**src/bfPkg.sv**
```systemverilog
package bfPkg;

    typedef logic [7:0] nodeIdT;
    typedef logic signed [7:0] weightT;
    typedef logic signed [7:0] distT;     // Wraps on overflow, no saturation
    typedef logic [12:0] memAddrT;
    typedef logic [127:0] lineT;
    typedef logic [15:0] outWordT;

    typedef enum logic [3:0] {
        CtInit,
        CtClear,
        CtSeed,
        CtRead,
        CtWait1,
        CtWait2,
        CtCheck,
        CtEdges,
        CtNext,
        CtRoundEnd,
        CtWalk,
        CtWalkWait,
        CtDone
    } ctrlStateT;

    typedef enum logic [2:0] {
        StIdle,
        StClear,
        StWait1,
        StWait2,
        StRelax,
        StWalk,
        StWalkEnd
    } storeStateT;

    // Working memory entry
    localparam int InfBit = 127;
    localparam int DistMsb = 126;
    localparam int DistLsb = 119;
    localparam int PredMsb = 118;
    localparam int PredLsb = 111;
    localparam int SrcMarkBit = 108;

    // Graph memory adjacency lines
    localparam logic [3:0] FirstLinePairs = 4'd7;
    localparam logic [3:0] LinePairs = 4'd8;
    localparam int LinkCountMsb = 119;
    localparam int LinkCountLsb = 112;

    localparam outWordT PathEnd = 16'hFFFF;

endpackage

```
**src/bfController.sv**
```systemverilog
module bfController
    import bfPkg::*;
(
    input  logic    clock,
    input  logic    reset,
    output memAddrT inAddr,
    input  nodeIdT  inData,
    output memAddrT workAddrA,
    input  lineT    workDataA,
    output logic    fetchStart,
    output nodeIdT  fetchNode,
    input  logic    edgesDone,
    output logic    clearStart,
    output logic    seedStart,
    output nodeIdT  seedNode,
    input  logic    clearDone,
    input  logic    seedDone,
    input  logic    updated,
    output nodeIdT  nodeCount,
    output distT    distU,
    output nodeIdT  nodeU,
    output logic    walkStart,
    output nodeIdT  walkNode,
    input  logic    writeDone,
    output logic    negCycle,
    output logic    done
);

    ctrlStateT state;
    nodeIdT inDataReg;
    lineT workDataRegA;
    nodeIdT sweepNode;
    nodeIdT round;
    logic anyUpdate;    // Some relaxation wrote during this round

    always_ff @(posedge clock)
    begin
        inDataReg <= inData;
        workDataRegA <= workDataA;
    end

    always_ff @(posedge clock)
    begin
        if (reset)
        begin
            state <= CtInit;
            inAddr <= '0;    // Word 0 is already in inDataReg when reset falls
            workAddrA <= '0;
            fetchStart <= 1'b0;
            clearStart <= 1'b0;
            seedStart <= 1'b0;
            walkStart <= 1'b0;
            negCycle <= 1'b0;
            done <= 1'b0;
            anyUpdate <= 1'b0;
            sweepNode <= '0;
            round <= '0;
        end
        else
        begin
            fetchStart <= 1'b0;
            clearStart <= 1'b0;
            seedStart <= 1'b0;
            walkStart <= 1'b0;
            if (updated)
                anyUpdate <= 1'b1;
            case (state)
                CtInit:
                begin
                    nodeCount <= inDataReg;
                    clearStart <= 1'b1;
                    inAddr <= 13'd1;
                    state <= CtClear;
                end
                CtClear:
                    if (clearDone)
                    begin
                        seedNode <= inDataReg;
                        seedStart <= 1'b1;
                        inAddr <= 13'd2;    // Destination stays here until the walk
                        state <= CtSeed;
                    end
                CtSeed:
                    if (seedDone)
                    begin
                        round <= 8'd1;
                        sweepNode <= 8'd1;
                        anyUpdate <= 1'b0;
                        state <= CtRead;
                    end
                CtRead:
                begin
                    workAddrA <= {5'b0, sweepNode};
                    state <= CtWait1;
                end
                CtWait1:
                    state <= CtWait2;
                CtWait2:
                    state <= CtCheck;
                CtCheck:
                    if (workDataRegA[InfBit])
                        state <= CtNext;    // Not reached yet, nothing to relax
                    else
                    begin
                        distU <= workDataRegA[DistMsb:DistLsb];
                        nodeU <= sweepNode;
                        fetchNode <= sweepNode;
                        fetchStart <= 1'b1;
                        state <= CtEdges;
                    end
                CtEdges:
                    if (edgesDone)
                        state <= CtNext;
                CtNext:
                    if (sweepNode == nodeCount)
                        state <= CtRoundEnd;
                    else
                    begin
                        sweepNode <= sweepNode + 8'd1;
                        state <= CtRead;
                    end
                CtRoundEnd:
                    if (!anyUpdate)
                        state <= CtWalk;
                    else if (round == nodeCount)
                    begin
                        // Round N is the extra check round
                        negCycle <= 1'b1;
                        done <= 1'b1;
                        state <= CtDone;
                    end
                    else
                    begin
                        round <= round + 8'd1;
                        sweepNode <= 8'd1;
                        anyUpdate <= 1'b0;
                        state <= CtRead;
                    end
                CtWalk:
                begin
                    walkNode <= inDataReg;
                    walkStart <= 1'b1;
                    state <= CtWalkWait;
                end
                CtWalkWait:
                    if (writeDone)
                    begin
                        done <= 1'b1;
                        state <= CtDone;
                    end
                default:
                    state <= CtDone;
            endcase
        end
    end

    sweepInRange: assert property (@(posedge clock) disable iff (reset)
        state == CtRead |-> sweepNode >= 8'd1 && sweepNode <= nodeCount);

endmodule

```
**src/bfEdgeFetch.sv**
```systemverilog
module bfEdgeFetch
    import bfPkg::*;
(
    input  logic    clock,
    input  logic    reset,
    output memAddrT graphAddr,
    input  lineT    graphData,
    input  logic    fetchStart,
    input  nodeIdT  fetchNode,
    output logic    edgeValid,
    output nodeIdT  edgeTarget,
    output weightT  edgeWeight,
    input  logic    edgeAck,
    output logic    edgesDone
);

    typedef enum logic [2:0] {
        FeIdle,
        FeWait1,
        FeWait2,
        FeIndex,
        FeLoad,
        FeEmit,
        FeDone
    } fetchStateT;

    fetchStateT state;
    lineT graphDataReg;
    lineT pairLine;     // Current pair sits in the top 16 bits
    nodeIdT linksLeft;
    logic [3:0] pairsLeft;
    logic indexPhase;
    logic firstLine;

    always_ff @(posedge clock)
        graphDataReg <= graphData;

    always_ff @(posedge clock)
    begin
        if (reset)
        begin
            state <= FeIdle;
            graphAddr <= '0;
            indexPhase <= 1'b0;
            firstLine <= 1'b0;
            linksLeft <= '0;
            pairsLeft <= '0;
        end
        else
            case (state)
                FeIdle:
                    if (fetchStart)
                    begin
                        graphAddr <= {5'b0, fetchNode};
                        indexPhase <= 1'b1;
                        state <= FeWait1;
                    end
                FeWait1:
                    state <= FeWait2;
                FeWait2:
                    state <= indexPhase ? FeIndex : FeLoad;
                FeIndex:
                begin
                    graphAddr <= graphDataReg[12:0];
                    indexPhase <= 1'b0;
                    firstLine <= 1'b1;
                    state <= FeWait1;
                end
                FeLoad:
                    if (firstLine)
                    begin
                        linksLeft <= graphDataReg[LinkCountMsb:LinkCountLsb];
                        pairLine <= graphDataReg << 16;    // Drop the link count slot
                        pairsLeft <= FirstLinePairs;
                        if (graphDataReg[LinkCountMsb:LinkCountLsb] == 8'd0)
                            state <= FeDone;
                        else
                            state <= FeEmit;
                    end
                    else
                    begin
                        pairLine <= graphDataReg;
                        pairsLeft <= LinePairs;
                        state <= FeEmit;
                    end
                FeEmit:
                    if (edgeAck)
                    begin
                        pairLine <= pairLine << 16;
                        linksLeft <= linksLeft - 8'd1;
                        pairsLeft <= pairsLeft - 4'd1;
                        if (linksLeft == 8'd1)
                            state <= FeDone;
                        else if (pairsLeft == 4'd1)
                        begin
                            graphAddr <= graphAddr + 13'd1;    // Continuation line
                            firstLine <= 1'b0;
                            state <= FeWait1;
                        end
                    end
                default:
                    state <= FeIdle;
            endcase
    end

    assign edgeValid = (state == FeEmit);
    assign edgesDone = (state == FeDone);
    assign edgeTarget = pairLine[127:120];
    assign edgeWeight = pairLine[119:112];

    ackWithEdge: assert property (@(posedge clock) disable iff (reset)
        edgeAck |-> edgeValid);

endmodule

```
**src/bfDistanceStore.sv**
```systemverilog
module bfDistanceStore
    import bfPkg::*;
(
    input  logic    clock,
    input  logic    reset,
    output memAddrT workAddrB,
    input  lineT    workDataB,
    output memAddrT workWrAddr,
    output lineT    workWrData,
    output logic    workWe,
    input  logic    clearStart,
    input  logic    seedStart,
    input  nodeIdT  seedNode,
    output logic    clearDone,
    output logic    seedDone,
    input  nodeIdT  nodeCount,
    input  logic    edgeValid,
    input  nodeIdT  edgeTarget,
    input  weightT  edgeWeight,
    input  distT    distU,
    input  nodeIdT  nodeU,
    output logic    edgeAck,
    output logic    updated,
    input  logic    walkStart,
    input  nodeIdT  walkNode,
    output logic    pathValid,
    output nodeIdT  pathNode,
    output distT    pathDist,
    output logic    pathEnd
);

    storeStateT state;
    lineT workDataRegB;
    logic walking;
    distT newDist;

    assign newDist = distU + edgeWeight;

    always_ff @(posedge clock)
        workDataRegB <= workDataB;

    always_ff @(posedge clock)
    begin
        if (reset)
        begin
            state <= StIdle;
            workAddrB <= '0;
            workWe <= 1'b0;
            clearDone <= 1'b0;
            seedDone <= 1'b0;
            edgeAck <= 1'b0;
            updated <= 1'b0;
            pathValid <= 1'b0;
            pathEnd <= 1'b0;
            walking <= 1'b0;
        end
        else
        begin
            workWe <= 1'b0;
            clearDone <= 1'b0;
            seedDone <= 1'b0;
            edgeAck <= 1'b0;
            updated <= 1'b0;
            pathValid <= 1'b0;
            pathEnd <= 1'b0;
            case (state)
                StIdle:
                    if (clearStart)
                    begin
                        workWrAddr <= 13'd1;
                        workWrData <= '0;
                        workWrData[InfBit] <= 1'b1;
                        workWe <= 1'b1;
                        state <= StClear;
                    end
                    else if (seedStart)
                    begin
                        workWrAddr <= {5'b0, seedNode};
                        workWrData <= '0;
                        workWrData[PredMsb:PredLsb] <= seedNode;
                        workWrData[SrcMarkBit] <= 1'b1;
                        workWe <= 1'b1;
                        seedDone <= 1'b1;
                    end
                    else if (walkStart)
                    begin
                        workAddrB <= {5'b0, walkNode};
                        walking <= 1'b1;
                        state <= StWait1;
                    end
                    else if (edgeValid && !edgeAck)    // Skip the edge just acked
                    begin
                        workAddrB <= {5'b0, edgeTarget};
                        walking <= 1'b0;
                        state <= StWait1;
                    end
                StClear:
                    if (workWrAddr == {5'b0, nodeCount})
                    begin
                        clearDone <= 1'b1;
                        state <= StIdle;
                    end
                    else
                    begin
                        workWrAddr <= workWrAddr + 13'd1;
                        workWe <= 1'b1;
                    end
                StWait1:
                    state <= StWait2;
                StWait2:
                    state <= walking ? StWalk : StRelax;
                StRelax:
                begin
                    if (workDataRegB[InfBit] || $signed(workDataRegB[DistMsb:DistLsb]) > newDist)
                    begin
                        workWrAddr <= {5'b0, edgeTarget};
                        workWrData <= workDataRegB;    // Source mark carries over
                        workWrData[InfBit] <= 1'b0;
                        workWrData[DistMsb:DistLsb] <= newDist;
                        workWrData[PredMsb:PredLsb] <= nodeU;
                        workWe <= 1'b1;
                        updated <= 1'b1;
                    end
                    edgeAck <= 1'b1;
                    state <= StIdle;
                end
                StWalk:
                    if (workDataRegB[InfBit])
                    begin
                        pathEnd <= 1'b1;    // Destination never reached
                        state <= StIdle;
                    end
                    else
                    begin
                        pathValid <= 1'b1;
                        pathNode <= workAddrB[7:0];
                        pathDist <= workDataRegB[DistMsb:DistLsb];
                        workAddrB <= {5'b0, workDataRegB[PredMsb:PredLsb]};
                        state <= workDataRegB[SrcMarkBit] ? StWalkEnd : StWait1;
                    end
                StWalkEnd:
                begin
                    pathEnd <= 1'b1;
                    state <= StIdle;
                end
                default:
                    state <= StIdle;
            endcase
        end
    end

    noWriteInWalk: assert property (@(posedge clock) disable iff (reset)
        walking |-> !workWe);

endmodule

```
**src/bfPathWriter.sv**
```systemverilog
module bfPathWriter
    import bfPkg::*;
#(
    parameter memAddrT OutBase = 13'h0000
)
(
    input  logic    clock,
    input  logic    reset,
    input  logic    pathValid,
    input  nodeIdT  pathNode,
    input  distT    pathDist,
    input  logic    pathEnd,
    output memAddrT outWrAddr,
    output outWordT outWrData,
    output logic    outWe,
    output logic    writeDone
);

    logic firstPulse;   // Next pathValid is the destination
    logic nodeHeld;
    logic endHeld;
    nodeIdT heldNode;

    always_ff @(posedge clock)
    begin
        if (reset)
        begin
            outWrAddr <= OutBase;
            outWe <= 1'b0;
            writeDone <= 1'b0;
            firstPulse <= 1'b1;
            nodeHeld <= 1'b0;
            endHeld <= 1'b0;
        end
        else
        begin
            outWe <= 1'b0;
            writeDone <= 1'b0;
            if (outWe)
                outWrAddr <= outWrAddr + 13'd1;
            if (pathValid)
            begin
                outWe <= 1'b1;
                if (firstPulse)
                begin
                    // Distance goes first, destination node one cycle later
                    outWrData <= {{8{pathDist[7]}}, pathDist};
                    heldNode <= pathNode;
                    nodeHeld <= 1'b1;
                    firstPulse <= 1'b0;
                end
                else
                    outWrData <= {8'h00, pathNode};
            end
            else if (nodeHeld)
            begin
                outWrData <= {8'h00, heldNode};
                outWe <= 1'b1;
                nodeHeld <= 1'b0;
                endHeld <= pathEnd;    // Source equals destination
            end
            else if (pathEnd || endHeld)
            begin
                outWrData <= PathEnd;
                outWe <= 1'b1;
                writeDone <= 1'b1;
                endHeld <= 1'b0;
                firstPulse <= 1'b1;
            end
        end
    end

endmodule

```
**src/bellmanFordTop.sv**
```systemverilog
module bellmanFordTop
    import bfPkg::*;
#(
    parameter memAddrT OutBase = 13'h1000
)
(
    input  logic    clock,
    input  logic    reset,
    output memAddrT inAddr,
    input  nodeIdT  inData,
    output memAddrT graphAddr,
    input  lineT    graphData,
    output memAddrT workAddrA,
    output memAddrT workAddrB,
    input  lineT    workDataA,
    input  lineT    workDataB,
    output memAddrT workWrAddr,
    output lineT    workWrData,
    output logic    workWe,
    output memAddrT outWrAddr,
    output outWordT outWrData,
    output logic    outWe,
    output logic    negCycle,
    output logic    done
);

    logic fetchStart;
    nodeIdT fetchNode;
    logic edgesDone;
    logic edgeValid;
    nodeIdT edgeTarget;
    weightT edgeWeight;
    logic edgeAck;
    logic clearStart;
    logic clearDone;
    logic seedStart;
    nodeIdT seedNode;
    logic seedDone;
    nodeIdT nodeCount;
    distT distU;
    nodeIdT nodeU;
    logic updated;
    logic walkStart;
    nodeIdT walkNode;
    logic pathValid;
    nodeIdT pathNode;
    distT pathDist;
    logic pathEnd;
    logic writeDone;

    bfController bfController_i (
        .clock(clock),
        .reset(reset),
        .inAddr(inAddr),
        .inData(inData),
        .workAddrA(workAddrA),
        .workDataA(workDataA),
        .fetchStart(fetchStart),
        .fetchNode(fetchNode),
        .edgesDone(edgesDone),
        .clearStart(clearStart),
        .seedStart(seedStart),
        .seedNode(seedNode),
        .clearDone(clearDone),
        .seedDone(seedDone),
        .updated(updated),
        .nodeCount(nodeCount),
        .distU(distU),
        .nodeU(nodeU),
        .walkStart(walkStart),
        .walkNode(walkNode),
        .writeDone(writeDone),
        .negCycle(negCycle),
        .done(done)
    );

    bfEdgeFetch bfEdgeFetch_i (
        .clock(clock),
        .reset(reset),
        .graphAddr(graphAddr),
        .graphData(graphData),
        .fetchStart(fetchStart),
        .fetchNode(fetchNode),
        .edgeValid(edgeValid),
        .edgeTarget(edgeTarget),
        .edgeWeight(edgeWeight),
        .edgeAck(edgeAck),
        .edgesDone(edgesDone)
    );

    bfDistanceStore bfDistanceStore_i (
        .clock(clock),
        .reset(reset),
        .workAddrB(workAddrB),
        .workDataB(workDataB),
        .workWrAddr(workWrAddr),
        .workWrData(workWrData),
        .workWe(workWe),
        .clearStart(clearStart),
        .seedStart(seedStart),
        .seedNode(seedNode),
        .clearDone(clearDone),
        .seedDone(seedDone),
        .nodeCount(nodeCount),
        .edgeValid(edgeValid),
        .edgeTarget(edgeTarget),
        .edgeWeight(edgeWeight),
        .distU(distU),
        .nodeU(nodeU),
        .edgeAck(edgeAck),
        .updated(updated),
        .walkStart(walkStart),
        .walkNode(walkNode),
        .pathValid(pathValid),
        .pathNode(pathNode),
        .pathDist(pathDist),
        .pathEnd(pathEnd)
    );

    bfPathWriter #(
        .OutBase(OutBase)
    ) bfPathWriter_i (
        .clock(clock),
        .reset(reset),
        .pathValid(pathValid),
        .pathNode(pathNode),
        .pathDist(pathDist),
        .pathEnd(pathEnd),
        .outWrAddr(outWrAddr),
        .outWrData(outWrData),
        .outWe(outWe),
        .writeDone(writeDone)
    );

endmodule

```
**config.mk**
```make
export PLATFORM = sky130hd
export DESIGN_NAME = bellmanFordTop
export DESIGN_NICKNAME = d
export VERILOG_FILES = /design/src/bfPkg.sv /design/src/bfController.sv /design/src/bfEdgeFetch.sv /design/src/bfDistanceStore.sv /design/src/bfPathWriter.sv /design/src/bellmanFordTop.sv
export SDC_FILE = /design/constraint.sdc
export NUM_CORES = 1
export LEC_CHECK = 0
export BUFFER_PORTS_ARGS = -buffer_cell sky130_fd_sc_hd__buf_4
export CAP_MARGIN = 20
export CORE_ASPECT_RATIO = 2
export CORE_MARGIN = 2
export CORE_UTILIZATION = 30
export CTS_BUF_LIST = sky130_fd_sc_hd__clkbuf_4
export CTS_CLUSTER_DIAMETER = 30
export DETAILED_ROUTE_END_ITERATION = 10
export HOLD_SLACK_MARGIN = 0.03
export PLACE_DENSITY = 0.51
export SYNTH_ARGS = -nofsm -noshare
export SYNTH_HDL_FRONTEND = slang
export SYNTH_HIERARCHICAL = 1
export SYNTH_SLANG_ARGS = --single-unit
```
**constraint.sdc**
```tcl
create_clock -name clock -period 12.15 [get_ports clock]
set_input_delay 0.6075 -clock clock [delete_from_list [all_inputs] [get_ports clock]]
set_output_delay 0.6075 -clock clock [all_outputs]
set_load 0.03 [all_outputs]
```
==> flow_summary.json <==
{
  "routed_wl_um": 86280,
  "final_nets": 3516,
  "yosysTopAreaCell": "edfxtp_1",
  "synth_edf_count": 342,
  "insertion_delay_ns": 1.09,
  "cp_max_fo": 73,
  "setup_tns_ns": 0,
  "synthTopCellsByArea": "edfxtp_1 (39%), dfxtp_1 (28%), mux2i_1 (5.8%)",
  "die_w_um": 214.5,
  "clock-skew-final_ns": 0.08809,
  "die-height_um": 425.1,
  "fmax_mhz": 198.8,
  "clockRootBuffer": "clkbuf_4",
  "required_ns": 12.79,
  "post_cts_resized": 0,
  "syn_inst": 2125,
  "hpwlAfterDp_um": 59700,
  "post-route-worst-setup-slack_ns": 7.121,
  "rsz0062_at_grt": "false",
  "worstMarginPinSlew_ns": 1.068,
  "gp_congestion": 0.8640,
  "hold_viol_final": 0,
  "arrival_ns": 5.67,
  "period_share_pct": 41.39,
  "yosys_warnings": 6,
  "start_util_pct": 30.20,
  "layout_common_cells": "buf_4 (497), dlygate4sd3_1 (451), dfxtp_1 (375)",
  "worst-setup-path-type": "reg -> reg",
  "setup_violations": 0,
  "numCtsBuffers": 174,
  "drtAntennaViolNets": 0,
  "grt_pass1_vias": 21662,
  "peakVddDrop_mv": 0.09184,
  "syn-cell-area_um2": 26600,
  "cts_sinks": 719,
  "seq_area_frac_synth_pct": 66.99,
  "routedWlPerCell_um": 19.48,
  "powerDensity_nw_per_um2": 158.3,
  "synth-main-ff-cell": "dfxtp_1",
  "synthDistinctLibCells": 90,
  "dp_worst_setup_slack_ns": 7.138,
  "drc": 0,
  "ys_seq_elements": 719,
  "grt_pass1_wl_um": 130000,
  "htreeDepth": 4,
  "rows": 154,
  "ios": 620,
  "cap_viol_max_count": 0,
  "end_kind": "flip-flop",
  "core_um2": 88060,
  "globalRouteTotalUtil_pct": 18.85,
  "antenna_found_initial": 9,
  "p_leak_nw": 14.70,
  "vias": 20453,
  "drive_above_1_share_pct": 25.13,
  "fin_crit_ns": 5.029,
  "drv_slew": 0,
  "clk_pin_slew_worst_paths_ns": 0.07,
  "cts_tree": "yes",
  "grt_max_degree": 112,
  "power_mw": 6.005,
  "cp-start-kind": "flip-flop",
  "async_flop_share_pct": 0,
  "status": "finished clean",
  "hold_class": "in -> reg",
  "synth_top_area_share_pct": 38.61,
  "layout_commonest_cell": "buf_4",
  "clockBufferDepth": 3,
  "area_growth_pct": 42.63,
  "io_buffers": 479,
  "grt.overflow.total": 0,
  "drtIter0Drc": 1085,
  "relSlewSlack_pct": 28.37,
  "die_area_um2": 91200,
  "syn_avg_cell_area_um2": 12.52,
  "vias_per_cell": 4.617,
  "dr.pass1.iters": 5
}
## critical path: stages, from the launching register on
cell and delay, ns:
edfxtp_1 0.37, ha_1 0.26, fa_1 0.42, a21o_1 0.19, a21oi_1 0.29, nor2_1 0.08, a311oi_1 0.37, ha_1 0.32
nand4_1 0.13, o22ai_1 0.09, a31oi_1 0.20, a21oi_1 0.12, a21oi_4 0.14, buf_4 0.61, buf_4 0.86
## timing repair
item | 4_1_cts | 5_1_grt
hold buffers | 451 | 0
hold endpoints to repair | 297 | 0
buffers inserted | 0 | 0
## Yosys cell counts (27+ instances only)
cell	number
edfxtp_1	342
and3_1	118
nand2_1	192
o21ai_0	160
mux2i_1	155
xnor2_1	27
a21oi_1	68
clkbuf_1	73
buf_4	55
inv_1	36
nor2_1	107
dfxtp_1	377
buf_2	28
## report_power, final
group / internal [mW] / leakage [nW] / switching [mW]
registers: 2.73 / 6.28 / 0.150
logic: 0.386 / 7.02 / 0.590
clock network: 1.11 / 1.39 / 1.04
## layout make-up
type	instances	area, µm²
repair buffers	949	8257
well taps	1170	1464
diodes	13	32.53
flip-flops and latches	719	17820
clock inverters	77	538.0
inverters	38	147.6
fillers	8189	50120
clock buffers	249	1869
multi-input cells	1215	7805
## sequential cells by signal, summed over array words and instances (netlist names), 9 cells and up
name and cells:
bfEdgeFetch_i/pairLine 128, bfDistanceStore_i/workWrData 128, bfEdgeFetch_i/graphAddr 13, bfPathWriter_i/outWrAddr 13
bfDistanceStore_i/workDataRegB 128, bfController_i/workDataRegA 9, bfDistanceStore_i/workWrAddr 13, bfPathWriter_i/outWrData 9
bfEdgeFetch_i/graphDataReg 128
## routing by layer
| layer | up-vias | global-route usage, % | part of all wire, % |
|---|---|---|---|
| met5 | - | 0 | 0.015 |
| met4 | 2 | 9.873 | 4.7 |
| met3 | 195 | 5.881 | 7.0 |
| met2 | 829 | 33.89 | 51 |
| met1 | 9721 | 19.62 | 37 |
| li1 | 9706 | - | - |
## final timing paths
path	endpoint	start	depth (start not counted)	slack, ns
setup / recovery	bfDistanceStore_i/workWrData[4]	bfEdgeFetch_i/pairLine[112]	14	7.12
setup reg to reg	bfDistanceStore_i/workWrData[4]	bfEdgeFetch_i/pairLine[112]	14	7.12
hold / removal	bfDistanceStore_i/workDataRegB[40]	workDataB[40]	2	0.21
hold reg to reg	bfController_i/distU[6]	bfController_i/workDataRegA[125]	0	0.40
## through the flow
| step | util [%] | area [µm²] | instances | hold WS (ns) |
|---|---|---|---|---|
| floorplan | - | 26670 | 2144 | 0.3855 |
| global placement | 35.17 | 30970 | 3639 | 0.3947 |
| detailed placement | 35.18 | 30980 | 3640 | 0.3902 |
| CTS | 43.04 | 37900 | 4417 | 0.03118 |
| global route | 43.07 | 37930 | 4427 | 0.03076 |
| finish | 43.08 | 37940 | 4430 | 0.2065 |
## logic make-up after synthesis
family | after synthesis | synth area share [%]
flip-flops | 719 | 66.99
AND/OR/NAND/NOR | 610 | 11.84
AO/OA/AOI/OAI | 355 | 8.360
buffers and inverters | 210 | 4.102
multiplexers | 158 | 5.960
XOR/XNOR | 46 | 1.515
adder cells (fa/ha/maj) | 25 | 1.204
other | 2 | 0.02824
(Power assumes the default switching activity.)
